[src/source/lsu_params.svh]
// sizing macros for the load/store unit
// the data path slicing assumes a 32-bit bus with four byte lanes
// LSU_DEPTH must be a power of two, the queue pointers wrap freely

`ifndef LSU_PARAMS_SVH
`define LSU_PARAMS_SVH

//////////////////////////////
// bus geometry
`define LSU_DATA_W 32           // data bus width in bits
`define LSU_ADDR_W 32           // byte address width
`define LSU_OFS_W  2            // byte offset inside one word

//////////////////////////////
// outstanding transactions
`define LSU_DEPTH  2            // max granted but unanswered requests

`endif

[src/source/lsu_pkg.sv]
// shared types of the load/store unit, used by RTL and testbench
// byte-enable width follows LSU_DATA_W / 8

`default_nettype none

`include "lsu_params.svh"

package lsu_pkg;

  // access size, encoding kept from the core's data type field
  typedef enum logic [1:0] {
    LSU_WORD = 2'b00,
    LSU_HALF = 2'b01,
    LSU_BYTE = 2'b10
  } lsu_size_e;

  typedef enum logic {
    LSU_EXT_ZERO = 1'b0,
    LSU_EXT_SIGN = 1'b1
  } lsu_ext_e;

  // phase of a possibly split access
  typedef enum logic {
    LSU_PH_FIRST  = 1'b0,         // single access or first half of a split one
    LSU_PH_SECOND = 1'b1          // next word of a split access
  } lsu_phase_e;

  typedef struct packed {
    logic [`LSU_ADDR_W-1:0] op_a;       // base address operand
    logic [`LSU_ADDR_W-1:0] op_b;       // offset operand
    logic                   use_incr;   // address = a + b when set, else a
    logic                   we;         // store when set
    lsu_size_e              size;
    lsu_ext_e               ext;        // loads only
    logic [`LSU_DATA_W-1:0] wdata;      // store data, lsb aligned
  } lsu_op_t;

  typedef struct packed {
    logic [`LSU_ADDR_W-1:0]   addr;
    logic                     we;
    logic [`LSU_DATA_W/8-1:0] be;
    logic [`LSU_DATA_W-1:0]   wdata;    // already rotated onto the lanes
  } lsu_bus_req_t;

  // per-transaction info needed when the response comes back
  typedef struct packed {
    lsu_size_e            size;
    lsu_ext_e             ext;
    logic [`LSU_OFS_W-1:0] ofs;        // byte offset of the original address
    logic                 first_half; // first response of a split load
    logic                 we;         // write responses carry no result
  } lsu_rd_desc_t;

endpackage

`default_nettype wire

[src/source/lsu_ctrl.sv]
// phase FSM and request/grant handling for one operation at a time
// the bus request is combinational from op_valid_i, the operand side must
// hold op_i stable until op_ready_o, which keeps bus_o stable until grant
// a split access is sequenced here, the core issues it only once

`default_nettype none

module lsu_ctrl (
  input  logic                clk,
  input  logic                rst_n,
  input  logic                op_valid_i,    // operation waiting in execute
  input  logic                misaligned_i,  // current op needs two transactions
  input  logic                queue_full_i,  // LSU_DEPTH transactions in flight
  input  logic                bus_gnt_i,
  output logic                bus_req_o,
  output logic                op_ready_o,    // op consumed this cycle
  output logic                push_o,        // queue a descriptor
  output lsu_pkg::lsu_phase_e phase_o
);

  import lsu_pkg::*;

  lsu_phase_e phase_q;
  lsu_phase_e phase_d;
  logic       grant;       // request accepted by the bus
  logic       last_phase;  // this grant finishes the operation

  //////////////////////////////
  // request side

  // no room in the queue means no request, the count only drops until
  // the next grant so a raised request is never withdrawn
  assign bus_req_o  = op_valid_i & ~queue_full_i;
  assign grant      = bus_req_o & bus_gnt_i;

  // aligned ops finish on their only grant, split ops on the second one
  assign last_phase = (phase_q == LSU_PH_SECOND) | ~misaligned_i;

  assign push_o     = grant;               // one descriptor per transaction
  assign op_ready_o = grant & last_phase;

  //////////////////////////////
  // phase FSM

  always_comb begin
    phase_d = phase_q;
    unique case (phase_q)
      LSU_PH_FIRST: begin
        if (grant && misaligned_i) begin
          phase_d = LSU_PH_SECOND;         // upper word follows next cycle
        end
      end
      LSU_PH_SECOND: begin
        if (grant) begin
          phase_d = LSU_PH_FIRST;          // split op done
        end
      end
      default: phase_d = LSU_PH_FIRST;
    endcase
  end

  always_ff @(posedge clk or negedge rst_n) begin
    if (!rst_n) begin
      phase_q <= LSU_PH_FIRST;
    end else begin
      phase_q <= phase_d;
    end
  end

  assign phase_o = phase_q;

endmodule

`default_nettype wire

[src/source/lsu_req_gen.sv]
// address, byte enables and store lane rotation for the current phase
// purely combinational, follows op_i and phase_i directly
// misaligned words and halfwords at offset 3 go out as two word accesses

`default_nettype none

`include "lsu_params.svh"

module lsu_req_gen (
  input  lsu_pkg::lsu_op_t      op_i,
  input  lsu_pkg::lsu_phase_e   phase_i,
  output logic                  misaligned_o,  // access crosses a word boundary
  output lsu_pkg::lsu_bus_req_t bus_o,
  output lsu_pkg::lsu_rd_desc_t desc_o        // info for the response path
);

  import lsu_pkg::*;

  logic [`LSU_ADDR_W-1:0]   addr;     // effective byte address
  logic [`LSU_OFS_W-1:0]    ofs;
  logic [`LSU_DATA_W/8-1:0] be;
  logic [`LSU_DATA_W-1:0]   wdata_rot;
  logic                     second;

  assign addr   = op_i.use_incr ? (op_i.op_a + op_i.op_b) : op_i.op_a;
  assign ofs    = addr[`LSU_OFS_W-1:0];
  assign second = (phase_i == LSU_PH_SECOND);

  assign misaligned_o = ((op_i.size == LSU_WORD) && (ofs != '0)) ||
                        ((op_i.size == LSU_HALF) && (ofs == 2'b11));

  //////////////////////////////
  // byte enables

  always_comb begin
    unique case (op_i.size)
      LSU_WORD: begin
        case (ofs)
          2'b00:   be = second ? 4'b0000 : 4'b1111; // second phase never seen here
          2'b01:   be = second ? 4'b0001 : 4'b1110;
          2'b10:   be = second ? 4'b0011 : 4'b1100;
          default: be = second ? 4'b0111 : 4'b1000;
        endcase
      end
      LSU_HALF: begin
        case (ofs)
          2'b00:   be = 4'b0011;
          2'b01:   be = 4'b0110;
          2'b10:   be = 4'b1100;
          default: be = second ? 4'b0001 : 4'b1000; // split at offset 3
        endcase
      end
      default: be = 4'b0001 << ofs;        // bytes never split
    endcase
  end

  // rotate left by the byte offset, the wrapped bytes feed the second phase
  always_comb begin
    case (ofs)
      2'b00:   wdata_rot = op_i.wdata;
      2'b01:   wdata_rot = {op_i.wdata[23:0], op_i.wdata[31:24]};
      2'b10:   wdata_rot = {op_i.wdata[15:0], op_i.wdata[31:16]};
      default: wdata_rot = {op_i.wdata[7:0],  op_i.wdata[31:8]};
    endcase
  end

  //////////////////////////////
  // outputs

  // second phase targets the next word, low lanes
  assign bus_o.addr  = second ? {addr[`LSU_ADDR_W-1:`LSU_OFS_W] + 1'b1, {`LSU_OFS_W{1'b0}}}
                              : addr;
  assign bus_o.we    = op_i.we;
  assign bus_o.be    = be;
  assign bus_o.wdata = wdata_rot;

  assign desc_o.size       = op_i.size;
  assign desc_o.ext        = op_i.ext;
  assign desc_o.ofs        = ofs;                  // original offset in both phases
  assign desc_o.first_half = misaligned_o & ~second;
  assign desc_o.we         = op_i.we;

endmodule

`default_nettype wire

[src/source/lsu_resp_queue.sv]
// in-order descriptor FIFO, one entry per granted transaction
// responses must arrive in grant order, a pop on an empty queue is ignored
// the head entry is valid only while the count is nonzero

`default_nettype none

`include "lsu_params.svh"

module lsu_resp_queue (
  input  logic                  clk,
  input  logic                  rst_n,
  input  logic                  push_i,   // bus grant
  input  lsu_pkg::lsu_rd_desc_t desc_i,
  input  logic                  pop_i,    // bus response
  output lsu_pkg::lsu_rd_desc_t head_o,   // descriptor of the oldest transaction
  output logic                  full_o
);

  import lsu_pkg::*;

  localparam int PTR_W = $clog2(`LSU_DEPTH);
  localparam int CNT_W = $clog2(`LSU_DEPTH + 1);

  lsu_rd_desc_t     mem_q [`LSU_DEPTH];
  logic [PTR_W-1:0] wr_ptr_q;
  logic [PTR_W-1:0] rd_ptr_q;
  logic [CNT_W-1:0] cnt_q;    // outstanding transactions
  logic             do_push;
  logic             do_pop;

  assign full_o  = (cnt_q == CNT_W'(`LSU_DEPTH));
  assign do_push = push_i & ~full_o;         // ctrl never pushes when full
  assign do_pop  = pop_i & (cnt_q != '0);

  always_ff @(posedge clk or negedge rst_n) begin
    if (!rst_n) begin
      wr_ptr_q <= '0;
      rd_ptr_q <= '0;
      cnt_q    <= '0;
    end else begin
      if (do_push) wr_ptr_q <= wr_ptr_q + 1'b1;
      if (do_pop)  rd_ptr_q <= rd_ptr_q + 1'b1;
      case ({do_push, do_pop})
        2'b10:   cnt_q <= cnt_q + 1'b1;
        2'b01:   cnt_q <= cnt_q - 1'b1;
        default: cnt_q <= cnt_q;            // push and pop together keep it
      endcase
    end
  end

  // storage
  always_ff @(posedge clk) begin
    if (do_push) begin
      mem_q[wr_ptr_q] <= desc_i;
    end
  end

  assign head_o = mem_q[rd_ptr_q];

endmodule

`default_nettype wire

[src/source/lsu_rdata_align.sv]
// load data alignment and extension on the response path
// head_i must describe the response on rdata_i in the cycle of rvalid_i
// a split load keeps its first word here until the second one arrives

`default_nettype none

`include "lsu_params.svh"

module lsu_rdata_align (
  input  logic                   clk,
  input  logic                   rst_n,
  input  logic                   rvalid_i,
  input  logic [`LSU_DATA_W-1:0] rdata_i,
  input  lsu_pkg::lsu_rd_desc_t  head_i,
  output logic                   res_valid_o,  // one pulse per load
  output logic [`LSU_DATA_W-1:0] res_data_o
);

  import lsu_pkg::*;

  logic [`LSU_DATA_W-1:0] rdata_q;   // first word of a split load
  logic [`LSU_DATA_W-1:0] word_asm;
  logic [15:0]            half_sel;
  logic [7:0]             byte_sel;
  logic                   sext;

  // keep the lower word, its upper lanes hold the low bytes of the value
  always_ff @(posedge clk or negedge rst_n) begin
    if (!rst_n) begin
      rdata_q <= '0;
    end else if (rvalid_i && !head_i.we && head_i.first_half) begin
      rdata_q <= rdata_i;
    end
  end

  //////////////////////////////
  // lane selection

  // misaligned words come from buffered upper bytes and new low bytes
  always_comb begin
    case (head_i.ofs)
      2'b00:   word_asm = rdata_i;
      2'b01:   word_asm = {rdata_i[7:0],  rdata_q[31:8]};
      2'b10:   word_asm = {rdata_i[15:0], rdata_q[31:16]};
      default: word_asm = {rdata_i[23:0], rdata_q[31:24]};
    endcase
  end

  always_comb begin
    case (head_i.ofs)
      2'b00:   half_sel = rdata_i[15:0];
      2'b01:   half_sel = rdata_i[23:8];
      2'b10:   half_sel = rdata_i[31:16];
      default: half_sel = {rdata_i[7:0], rdata_q[31:24]}; // crosses the word
    endcase
  end

  assign byte_sel = rdata_i[8*head_i.ofs +: 8];

  //////////////////////////////
  // extension

  assign sext = (head_i.ext == LSU_EXT_SIGN);

  always_comb begin
    unique case (head_i.size)
      LSU_WORD: res_data_o = word_asm;
      LSU_HALF: res_data_o = {{16{sext & half_sel[15]}}, half_sel};
      default:  res_data_o = {{24{sext & byte_sel[7]}}, byte_sel};
    endcase
  end

  // stores and first halves give no result
  assign res_valid_o = rvalid_i & ~head_i.we & ~head_i.first_half;

endmodule

`default_nettype wire

[src/source/lsu_top.sv]
// load/store unit top, one operation at a time, up to LSU_DEPTH in flight
// op_i is held until op_ready_o, bus_o is held until bus_gnt_i
// bus responses come in order, at least one cycle after their grant
// res_valid_o has no back-pressure, the consumer must take every pulse

`default_nettype none

`include "lsu_params.svh"

module lsu_top (
  input  logic                   clk,
  input  logic                   rst_n,
  // execute stage side
  input  logic                   op_valid_i,
  input  lsu_pkg::lsu_op_t       op_i,
  output logic                   op_ready_o,
  output logic                   res_valid_o,
  output logic [`LSU_DATA_W-1:0] res_data_o,
  // data bus
  output logic                   bus_req_o,
  output lsu_pkg::lsu_bus_req_t  bus_o,
  input  logic                   bus_gnt_i,
  input  logic                   bus_rvalid_i,
  input  logic [`LSU_DATA_W-1:0] bus_rdata_i
);

  import lsu_pkg::*;

  logic         misaligned;
  logic         queue_full;
  logic         push;        // grant, descriptor enters the queue
  lsu_phase_e   phase;
  lsu_rd_desc_t desc;        // descriptor of the current request
  lsu_rd_desc_t head;        // descriptor of the oldest outstanding one

  lsu_ctrl u_ctrl (
    .clk          (clk),
    .rst_n        (rst_n),
    .op_valid_i   (op_valid_i),
    .misaligned_i (misaligned),
    .queue_full_i (queue_full),
    .bus_gnt_i    (bus_gnt_i),
    .bus_req_o    (bus_req_o),
    .op_ready_o   (op_ready_o),
    .push_o       (push),
    .phase_o      (phase)
  );

  lsu_req_gen u_req_gen (
    .op_i         (op_i),
    .phase_i      (phase),
    .misaligned_o (misaligned),
    .bus_o        (bus_o),
    .desc_o       (desc)
  );

  lsu_resp_queue u_resp_queue (
    .clk    (clk),
    .rst_n  (rst_n),
    .push_i (push),
    .desc_i (desc),
    .pop_i  (bus_rvalid_i),   // every response retires one entry
    .head_o (head),
    .full_o (queue_full)
  );

  lsu_rdata_align u_rdata_align (
    .clk         (clk),
    .rst_n       (rst_n),
    .rvalid_i    (bus_rvalid_i),
    .rdata_i     (bus_rdata_i),
    .head_i      (head),
    .res_valid_o (res_valid_o),
    .res_data_o  (res_data_o)
  );

endmodule

`default_nettype wire

[config.mk]
export PLATFORM = sky130hd
export DESIGN_NAME = lsu_top
export DESIGN_NICKNAME = d
export VERILOG_FILES = /design/src/source/lsu_pkg.sv /design/src/source/lsu_ctrl.sv /design/src/source/lsu_req_gen.sv /design/src/source/lsu_resp_queue.sv /design/src/source/lsu_rdata_align.sv /design/src/source/lsu_top.sv
export VERILOG_INCLUDE_DIRS = /design/src /design/src/source
export SDC_FILE = /design/constraint.sdc
export NUM_CORES = 1
export LEC_CHECK = 0
export BUFFER_PORTS_ARGS = -buffer_cell sky130_fd_sc_hd__buf_4
export CAP_MARGIN = 20
export CELL_PAD_IN_SITES_DETAIL_PLACEMENT = 0
export CELL_PAD_IN_SITES_GLOBAL_PLACEMENT = 1
export CORE_MARGIN = 2
export CORE_UTILIZATION = 38
export DETAILED_ROUTE_END_ITERATION = 12
export GPL_ROUTABILITY_DRIVEN = 0
export GPL_TIMING_DRIVEN = 0
export PLACE_DENSITY = 0.81
export REMOVE_ABC_BUFFERS = 1
export SKIP_LAST_GASP = 1
export SLEW_MARGIN = 10
export SYNTH_ARGS = -nofsm -noshare
export SYNTH_HDL_FRONTEND = slang
export SYNTH_HIERARCHICAL = 1
export SYNTH_SLANG_ARGS = --single-unit
[constraint.sdc]
create_clock -name clk -period 6.02 [get_ports clk]
set_input_delay 0.602 -clock clk [delete_from_list [all_inputs] [get_ports clk]]
set_output_delay 0.602 -clock clk [all_outputs]
set_load 0.02 [all_outputs]
==> impl_metrics.json, run 1 <==
{
  "seqPwrFrac_pct": 17.3,
  "tightest_slew_ns": 0.804,
  "hold_viol": 0,
  "hold_path_class": "input port to asynchronous set/reset pin",
  "post_cts_buffers": 0,
  "slew_viol_final": 0,
  "critPathKind": "input port to output port",
  "power_frac_clock_pct": 10.5,
  "drc_errors": 0,
  "setup_viol": 0,
  "ant_nets": 0,
  "synthArstFlopShare_pct": 67.4,
  "status": "complete, no violations",
  "leakagePower_nw": 4.07,
  "sw_frac_of_total_pct": 46.9,
  "dieArea_sq_um": 20300,
  "ctsRootBufferMaster": "clkbuf_16",
  "fin_crit_sh_pct": 89.5,
  "setup_tns_ns": 0,
  "cts_tree": "built",
  "rows": 50,
  "final_cell_mix": "buf_4 (241), nand2_1 (79), nor2_1 (64)",
  "placed_cells": 1315,
  "synth_flop_cell": "dfrtp_1",
  "io_buffers": 241,
  "synth_area_leaders": "dfrtp_1 (10%), mux2i_1 (8.0%), ha_1 (6.4%), edfxtp_1 (5.8%), mux2_2 (4.5%)",
  "drtIter0Drc": 557,
  "switchingPower_mw": 1.40,
  "start_kind": "input port",
  "grt_pass1_wl_um": 36900,
  "synth_top_area_share_pct": 9.96,
  "rsz0062_at_grt": "false",
  "intPower_mw": 1.58,
  "period_needed_ns": 5.39,
  "netlist_instances": 905,
  "die_w_um": 142,
  "wl_per_cell_um": 17.6,
  "critPathCaptureType": "output port",
  "final_common_cell": "buf_4",
  "drt-total-wl_um": 23300,
  "slew_headroom_pct": 46.4,
  "fin_worst_skew_ns": 0.00860,
  "post-synth-top-area-cell": "dfrtp_1",
  "grt_antenna_before_repair": 0,
  "worstPathMaxFanout": 5,
  "start_util_pct": 38.8,
  "ctsHoldBuffers": 0,
  "synth-seq-cells": 43,
  "synth_cell_types": 87,
  "core-area_sq_um": 18800,
  "n_antenna_cell": 0,
  "clock-sinks": 43,
  "die_h_um": 142,
  "grt_pass1_vias": 7351,
  "num_io_pins": 242,
  "combPwrFrac_pct": 72.2,
  "drive_gt1_share_pct": 30.3,
  "cap_violations": 0,
  "cts_buffer_depth": 2,
  "grt_use_total_pct": 21.7,
  "clock_latency_ns": 0.29,
  "nets": 1264,
  "synth_seq_area_share_pct": 15.7,
  "cts.reportedPaths.clkPinSlew_ns": 0.07,
  "critical_path_arrival_ns": 4.78,
  "fin_cells": 1323,
  "cts_resized": 0,
  "viasPerCell": 5.90,
  "clock.fmax_mhz": 186,
  "synth_edf_count": 14,
  "htreeDepth": 2,
  "power_mw": 2.97,
  "synth.cell_area_sq_um": 7290,
  "vdd_drop_max_mv": 0.184,
  "vias": 7812,
  "grt_max_degree": 66,
  "ys_warn_count": 6,
  "p_per_area_nw_per_um2": 317,
  "syn-mean-instance-area_sq_um": 8.05,
  "cts_made_buffers": 5,
  "drtPass1Iterations": 7,
  "areaGrowthSynthToFinish_pct": 28.8,
  "dp_hpwl_um": 17900,
  "grt-ovfl-total": 0,
  "crit_required_ns": 5.42
}
[sequential cells by signal (all words and copies together) (netlist names)]
register               flops
u_rdata_align/rdata_q     24
u_resp_queue/rd_ptr_q      1
u_resp_queue/mem_q        14
u_resp_queue/wr_ptr_q      1
u_resp_queue/cnt_q         2
u_ctrl/phase_o             1
[power groups by stage]
| stage | combinational, mW | sequential, mW | clock, mW |
|---|---|---|---|
| global route | 2.32 | 0.529 | 0.332 |
| CTS | 2.15 | 0.511 | 0.318 |
| floorplan | 1.40 | 0.487 | 0 |
| global placement | 2.11 | 0.510 | 0 |
| finish | 2.15 | 0.514 | 0.312 |
| detailed placement | 2.14 | 0.516 | 0 |
[through the flow]
step / setup slack [ns] / cell area [sq um] / hold WS [ns] / utilization, %
3_3_place_gp: 0.314 / 9050 / 0.476 / 48.2
2_1_floorplan: 1.16 / 6950 / 0.306 / -
5_1_grt: 0.271 / 9390 / 0.268 / 50.0
6_report: 0.635 / 9390 / 0.233 / 50.0
3_5_place_dp: 0.314 / 9210 / 0.496 / 49.1
4_1_cts: 0.283 / 9380 / 0.252 / 50.0
[critical path, cell delays in order]
cell,delay [ns]
buf_4,0.11
ha_1,0.24
fa_1,0.44
a211oi_1,0.41
o21a_2,0.26
xnor2_1,0.13
mux2i_1,0.14
nor3_1,0.50
and4bb_2,0.38
nor4b_2,0.48
nor2b_1,0.47
nor3b_1,0.30
xnor2_1,0.15
buf_4,0.16
[per-layer routing]
metal | GRT usage [%] | part of all wire, % | up-vias
met4 | 4.33 | 1.6 | 0
met3 | 3.30 | 6.2 | 25
li1 | - | - | 3808
met1 | 28.2 | 43 | 3719
met5 | 0 | 0 | -
met2 | 38.4 | 49 | 260
[synth_stat cells, drive strengths merged (20+ instances only)]
cell type  instances
nor3              25
nand2             80
nor2              65
buf               31
a21oi             45
a211oi            20
inv               46
ha                37
o21ai             41
clkbuf            41
dfrtp             29
mux2i             58
a222oi            32
xnor2             29
nor2b             23
mux2              37
[area by class of cell]
class                   count  area (sq um)
fillers                  1873          9380
multi-input cells         744          5650
repair buffers            248          1960
flip-flops and latches     43          1150
clock inverters             3          43.8
clock buffers               5           125
well taps                 234           293
inverters                  46           173
[cells by family (layout without fill, tap and decap cells)]
logic type      Yosys count  after routing  share of synthesized area, %
simple gates            292            292                          20.4
compound gates          264            264                          27.2
fa+ha+maj                38             38                          6.63
xor+xnor                 41             41                          4.93
buf+inv                 118            302                          7.00
mux                     109            109                          18.1
flops                    43             43                          15.7
[worst paths after layout]
path	slack, ns	cells past startpoint	start	endpoint
hold / removal	0.23	1	rst_n	u_rdata_align/rdata_q[9]
setup / recovery	0.63	14	op_i[37]	bus_o[64]
min in group clk	0.50	1	u_resp_queue/wr_ptr_q	u_resp_queue/wr_ptr_q
hold reg to reg	0.50	1	u_resp_queue/wr_ptr_q	u_resp_queue/wr_ptr_q
max in group asynchronous	5.49	1	rst_n	u_rdata_align/rdata_q[12]
setup reg to reg	3.72	4	u_resp_queue/rd_ptr_q	u_rdata_align/rdata_q[31]
No activity file was read; power rests on OpenSTA's default activity.
==> run 2, diff against run 1 <==
--- a/config.mk
+++ b/config.mk
@@ -6,16 +6,18 @@
 export SDC_FILE = /design/constraint.sdc
 export NUM_CORES = 1
 export LEC_CHECK = 0
+export ABC_AREA = 1
 export BUFFER_PORTS_ARGS = -buffer_cell sky130_fd_sc_hd__buf_4
 export CAP_MARGIN = 20
 export CELL_PAD_IN_SITES_DETAIL_PLACEMENT = 0
 export CELL_PAD_IN_SITES_GLOBAL_PLACEMENT = 1
 export CORE_MARGIN = 2
-export CORE_UTILIZATION = 38
+export CORE_UTILIZATION = 36
 export DETAILED_ROUTE_END_ITERATION = 12
 export GPL_ROUTABILITY_DRIVEN = 0
 export GPL_TIMING_DRIVEN = 0
-export PLACE_DENSITY = 0.81
+export MAX_ROUTING_LAYER = met4
+export PLACE_DENSITY = 0.82
 export REMOVE_ABC_BUFFERS = 1
 export SKIP_LAST_GASP = 1
 export SLEW_MARGIN = 10
==> impl_metrics.json, run 2 <==
{
  "reg_top3": "u_rdata_align/rdata_q: 24 flops, u_resp_queue/mem_q: 14 flops, u_resp_queue/cnt_q: 2 flops",
  "final_common_cell": "nand2_1",
  "wl_per_cell_um": 14.9,
  "grt_antenna_before_repair": 1,
  "synthArstFlopShare_pct": 67.4,
  "synth_top_area_share_pct": 24.0,
  "cap_violations": 0,
  "synth_seq_area_share_pct": 13.3,
  "synth_most_common_cell": "nand2_1",
  "synth-seq-cells": 43,
  "largest_reg_flops": 24,
  "reg2reg_slack_ns": 4.02,
  "power_frac_clock_pct": 9.2,
  "vias": 10700,
  "dp_hpwl_um": 24500,
  "synth_area_leaders": "nand2_1 (24%), nand3_1 (12%), inv_1 (9.7%), dfrtp_1 (8.4%), ha_1 (5.4%)",
  "post_cts_buffers": 0,
  "num_io_pins": 242,
  "max_flop_register": "u_rdata_align/rdata_q",
  "htreeDepth": 2,
  "ctsHoldBuffers": 0,
  "hold_path_class": "input port to asynchronous set/reset pin",
  "cts_resized": 0,
  "viasPerCell": 5.13,
  "period_needed_ns": 5.03,
  "hold_ws_ns": 0.253,
  "crit_required_ns": 5.42,
  "tightest_slew_ns": 0.905,
  "drtIter0Drc": 782,
  "critPathKind": "input port to output port",
  "drt-total-wl_um": 31100,
  "nets": 1950,
  "setup_tns_ns": 0,
  "worstPathMaxFanout": 58,
  "grt-ovfl-total": 0,
  "synth_cell_types": 46,
  "start_util_pct": 36.8,
  "areaGrowthSynthToFinish_pct": 24.7,
  "critical_path_arrival_ns": 4.43,
  "grt_max_degree": 59,
  "clock-sinks": 43,
  "synth_edf_count": 14,
  "final_cell_mix": "nand2_1 (549), buf_4 (241), inv_1 (223)",
  "switchingPower_mw": 1.92,
  "grt_pass1_wl_um": 49900,
  "synth_flop_cell": "dfrtp_1",
  "sw_frac_of_total_pct": 55.3,
  "cpMaxStageDelayCell": "ha_1",
  "syn-mean-instance-area_sq_um": 5.43,
  "rsz0062_at_grt": "false",
  "start_kind": "input port",
  "slew_headroom_pct": 39.5,
  "io_buffers": 241,
  "critPathMaxStageDelay_ns": 0.76,
  "post-synth-top-area-cell": "nand2_1",
  "critPathCaptureType": "output port",
  "combPwrFrac_pct": 76.3,
  "intPower_mw": 1.55,
  "hold_viol": 0,
  "ant_nets": 0,
  "cts_buffer_depth": 2,
  "cp_common_cell": "buf_4",
  "clock.fmax_mhz": 199,
  "ctsRootBufferMaster": "clkbuf_16",
  "cp_cell_sequence": "buf_4, inv_1, or2_2, o21ai_0, ha_1, clkinv_1, o211ai_1, a21oi_1, o22ai_1, buf_4",
  "synth.cell_area_sq_um": 8630,
  "p_per_area_nw_per_um2": 323,
  "netlist_instances": 1589,
  "leakagePower_nw": 5.93,
  "setup_viol": 0,
  "cts_made_buffers": 5,
  "cts.reportedPaths.clkPinSlew_ns": 0.07,
  "grt_pass1_vias": 9812,
  "drc_errors": 0,
  "core-area_sq_um": 23500,
  "status": "complete, no violations",
  "rows": 56,
  "clock_latency_ns": 0.29,
  "fin_worst_skew_ns": 0.00664,
  "slew_viol_final": 0,
  "seqPwrFrac_pct": 14.5,
  "cts_tree": "built",
  "netlist_top_cells_count": "nand2_1 (551), inv_1 (223), nand3_1 (201)",
  "drive_gt1_share_pct": 20.5,
  "die_h_um": 159,
  "ys_warn_count": 6,
  "grt_use_total_pct": 24.5,
  "drtPass1Iterations": 5,
  "vdd_drop_max_mv": 0.251,
  "dieArea_sq_um": 25200,
  "fin_crit_sh_pct": 83.5,
  "die_w_um": 159
}
[run 2: cell count changes in the layout (fill, tap and decap cells not counted), sizes merged, moves of 23 or more]
cell	change
a21oi	+34
a222oi	-32
inv	+199
mux2	-35
mux2i	-58
nand2	+488
nand3	+196
nor2	+38
nor2b	-23
o21ai	+58
or2	+26
[run 2: worst max-delay path: cells and delay by family]
kind,cells,cell delay [ns]
buf+inv,4,1.81
compound gates,4,0.83
fa+ha+maj,1,0.76
simple gates,1,0.39
[run 2: cell families after synthesis]
group           count (synthesis)  synth area share (%)
simple gates                  956                  50.0
buf+inv                       313                  14.7
compound gates                214                  13.8
flops                          43                  13.3
fa+ha+maj                      38                  5.60
xor+xnor                       23                  2.33
mux                             2                 0.261
[run 2: final timing paths]
path	start	end	cells after the start
setup / recovery	op_i[36]	bus_o[35]	10
hold / removal	rst_n	u_rdata_align/rdata_q[8]	1
setup reg to reg	u_resp_queue/rd_ptr_q	u_rdata_align/rdata_q[25]	7
hold reg to reg	u_resp_queue/cnt_q[1]	u_resp_queue/cnt_q[1]	2
max in group asynchronous	rst_n	u_rdata_align/rdata_q[20]	1
min in group clk	u_resp_queue/cnt_q[1]	u_resp_queue/cnt_q[1]	2
[run 2: power groups by stage]
stage               Sequential (mW)  Combinational (mW)  Clock, mW
finish                        0.504                2.65      0.318
global route                  0.517                2.90      0.341
CTS                           0.502                2.63      0.329
detailed placement            0.507                2.62          0
global placement              0.507                2.58          0
floorplan                     0.478                1.65          0
[run 2: metrics by stage]
stage	setup slack (ns)	cell area, sq um	utilization [%]	std cells	total power [mW]
2_1_floorplan	1.75	8280	-	1522	2.13
3_3_place_gp	0.501	10500	44.7	2082	3.09
3_5_place_dp	0.978	10600	45.1	2086	3.13
4_1_cts	0.994	10800	45.8	2094	3.46
5_1_grt	0.641	10800	45.8	2095	3.76
6_report	0.992	10800	45.8	2095	3.47
[run 2: final cells by class]
type / count / area (sq um)
flip-flops and latches: 43 / 1150
diodes: 1 / 2.50
inverters: 246 / 923
fillers: 2599 / 12700
clock buffers: 5 / 125
clock inverters: 3 / 46.3
repair buffers: 245 / 1890
well taps: 319 / 399
multi-input cells: 1233 / 6220
[run 2: metal layers]
layer | GRT usage, % | up-vias | part of all wire (%)
met5 | - | - | 0
met4 | 7.05 | 0 | 2.4
met3 | 1.91 | 39 | 6.0
met2 | 40.9 | 389 | 47
met1 | 31.8 | 4865 | 44
li1 | - | 5444 | -
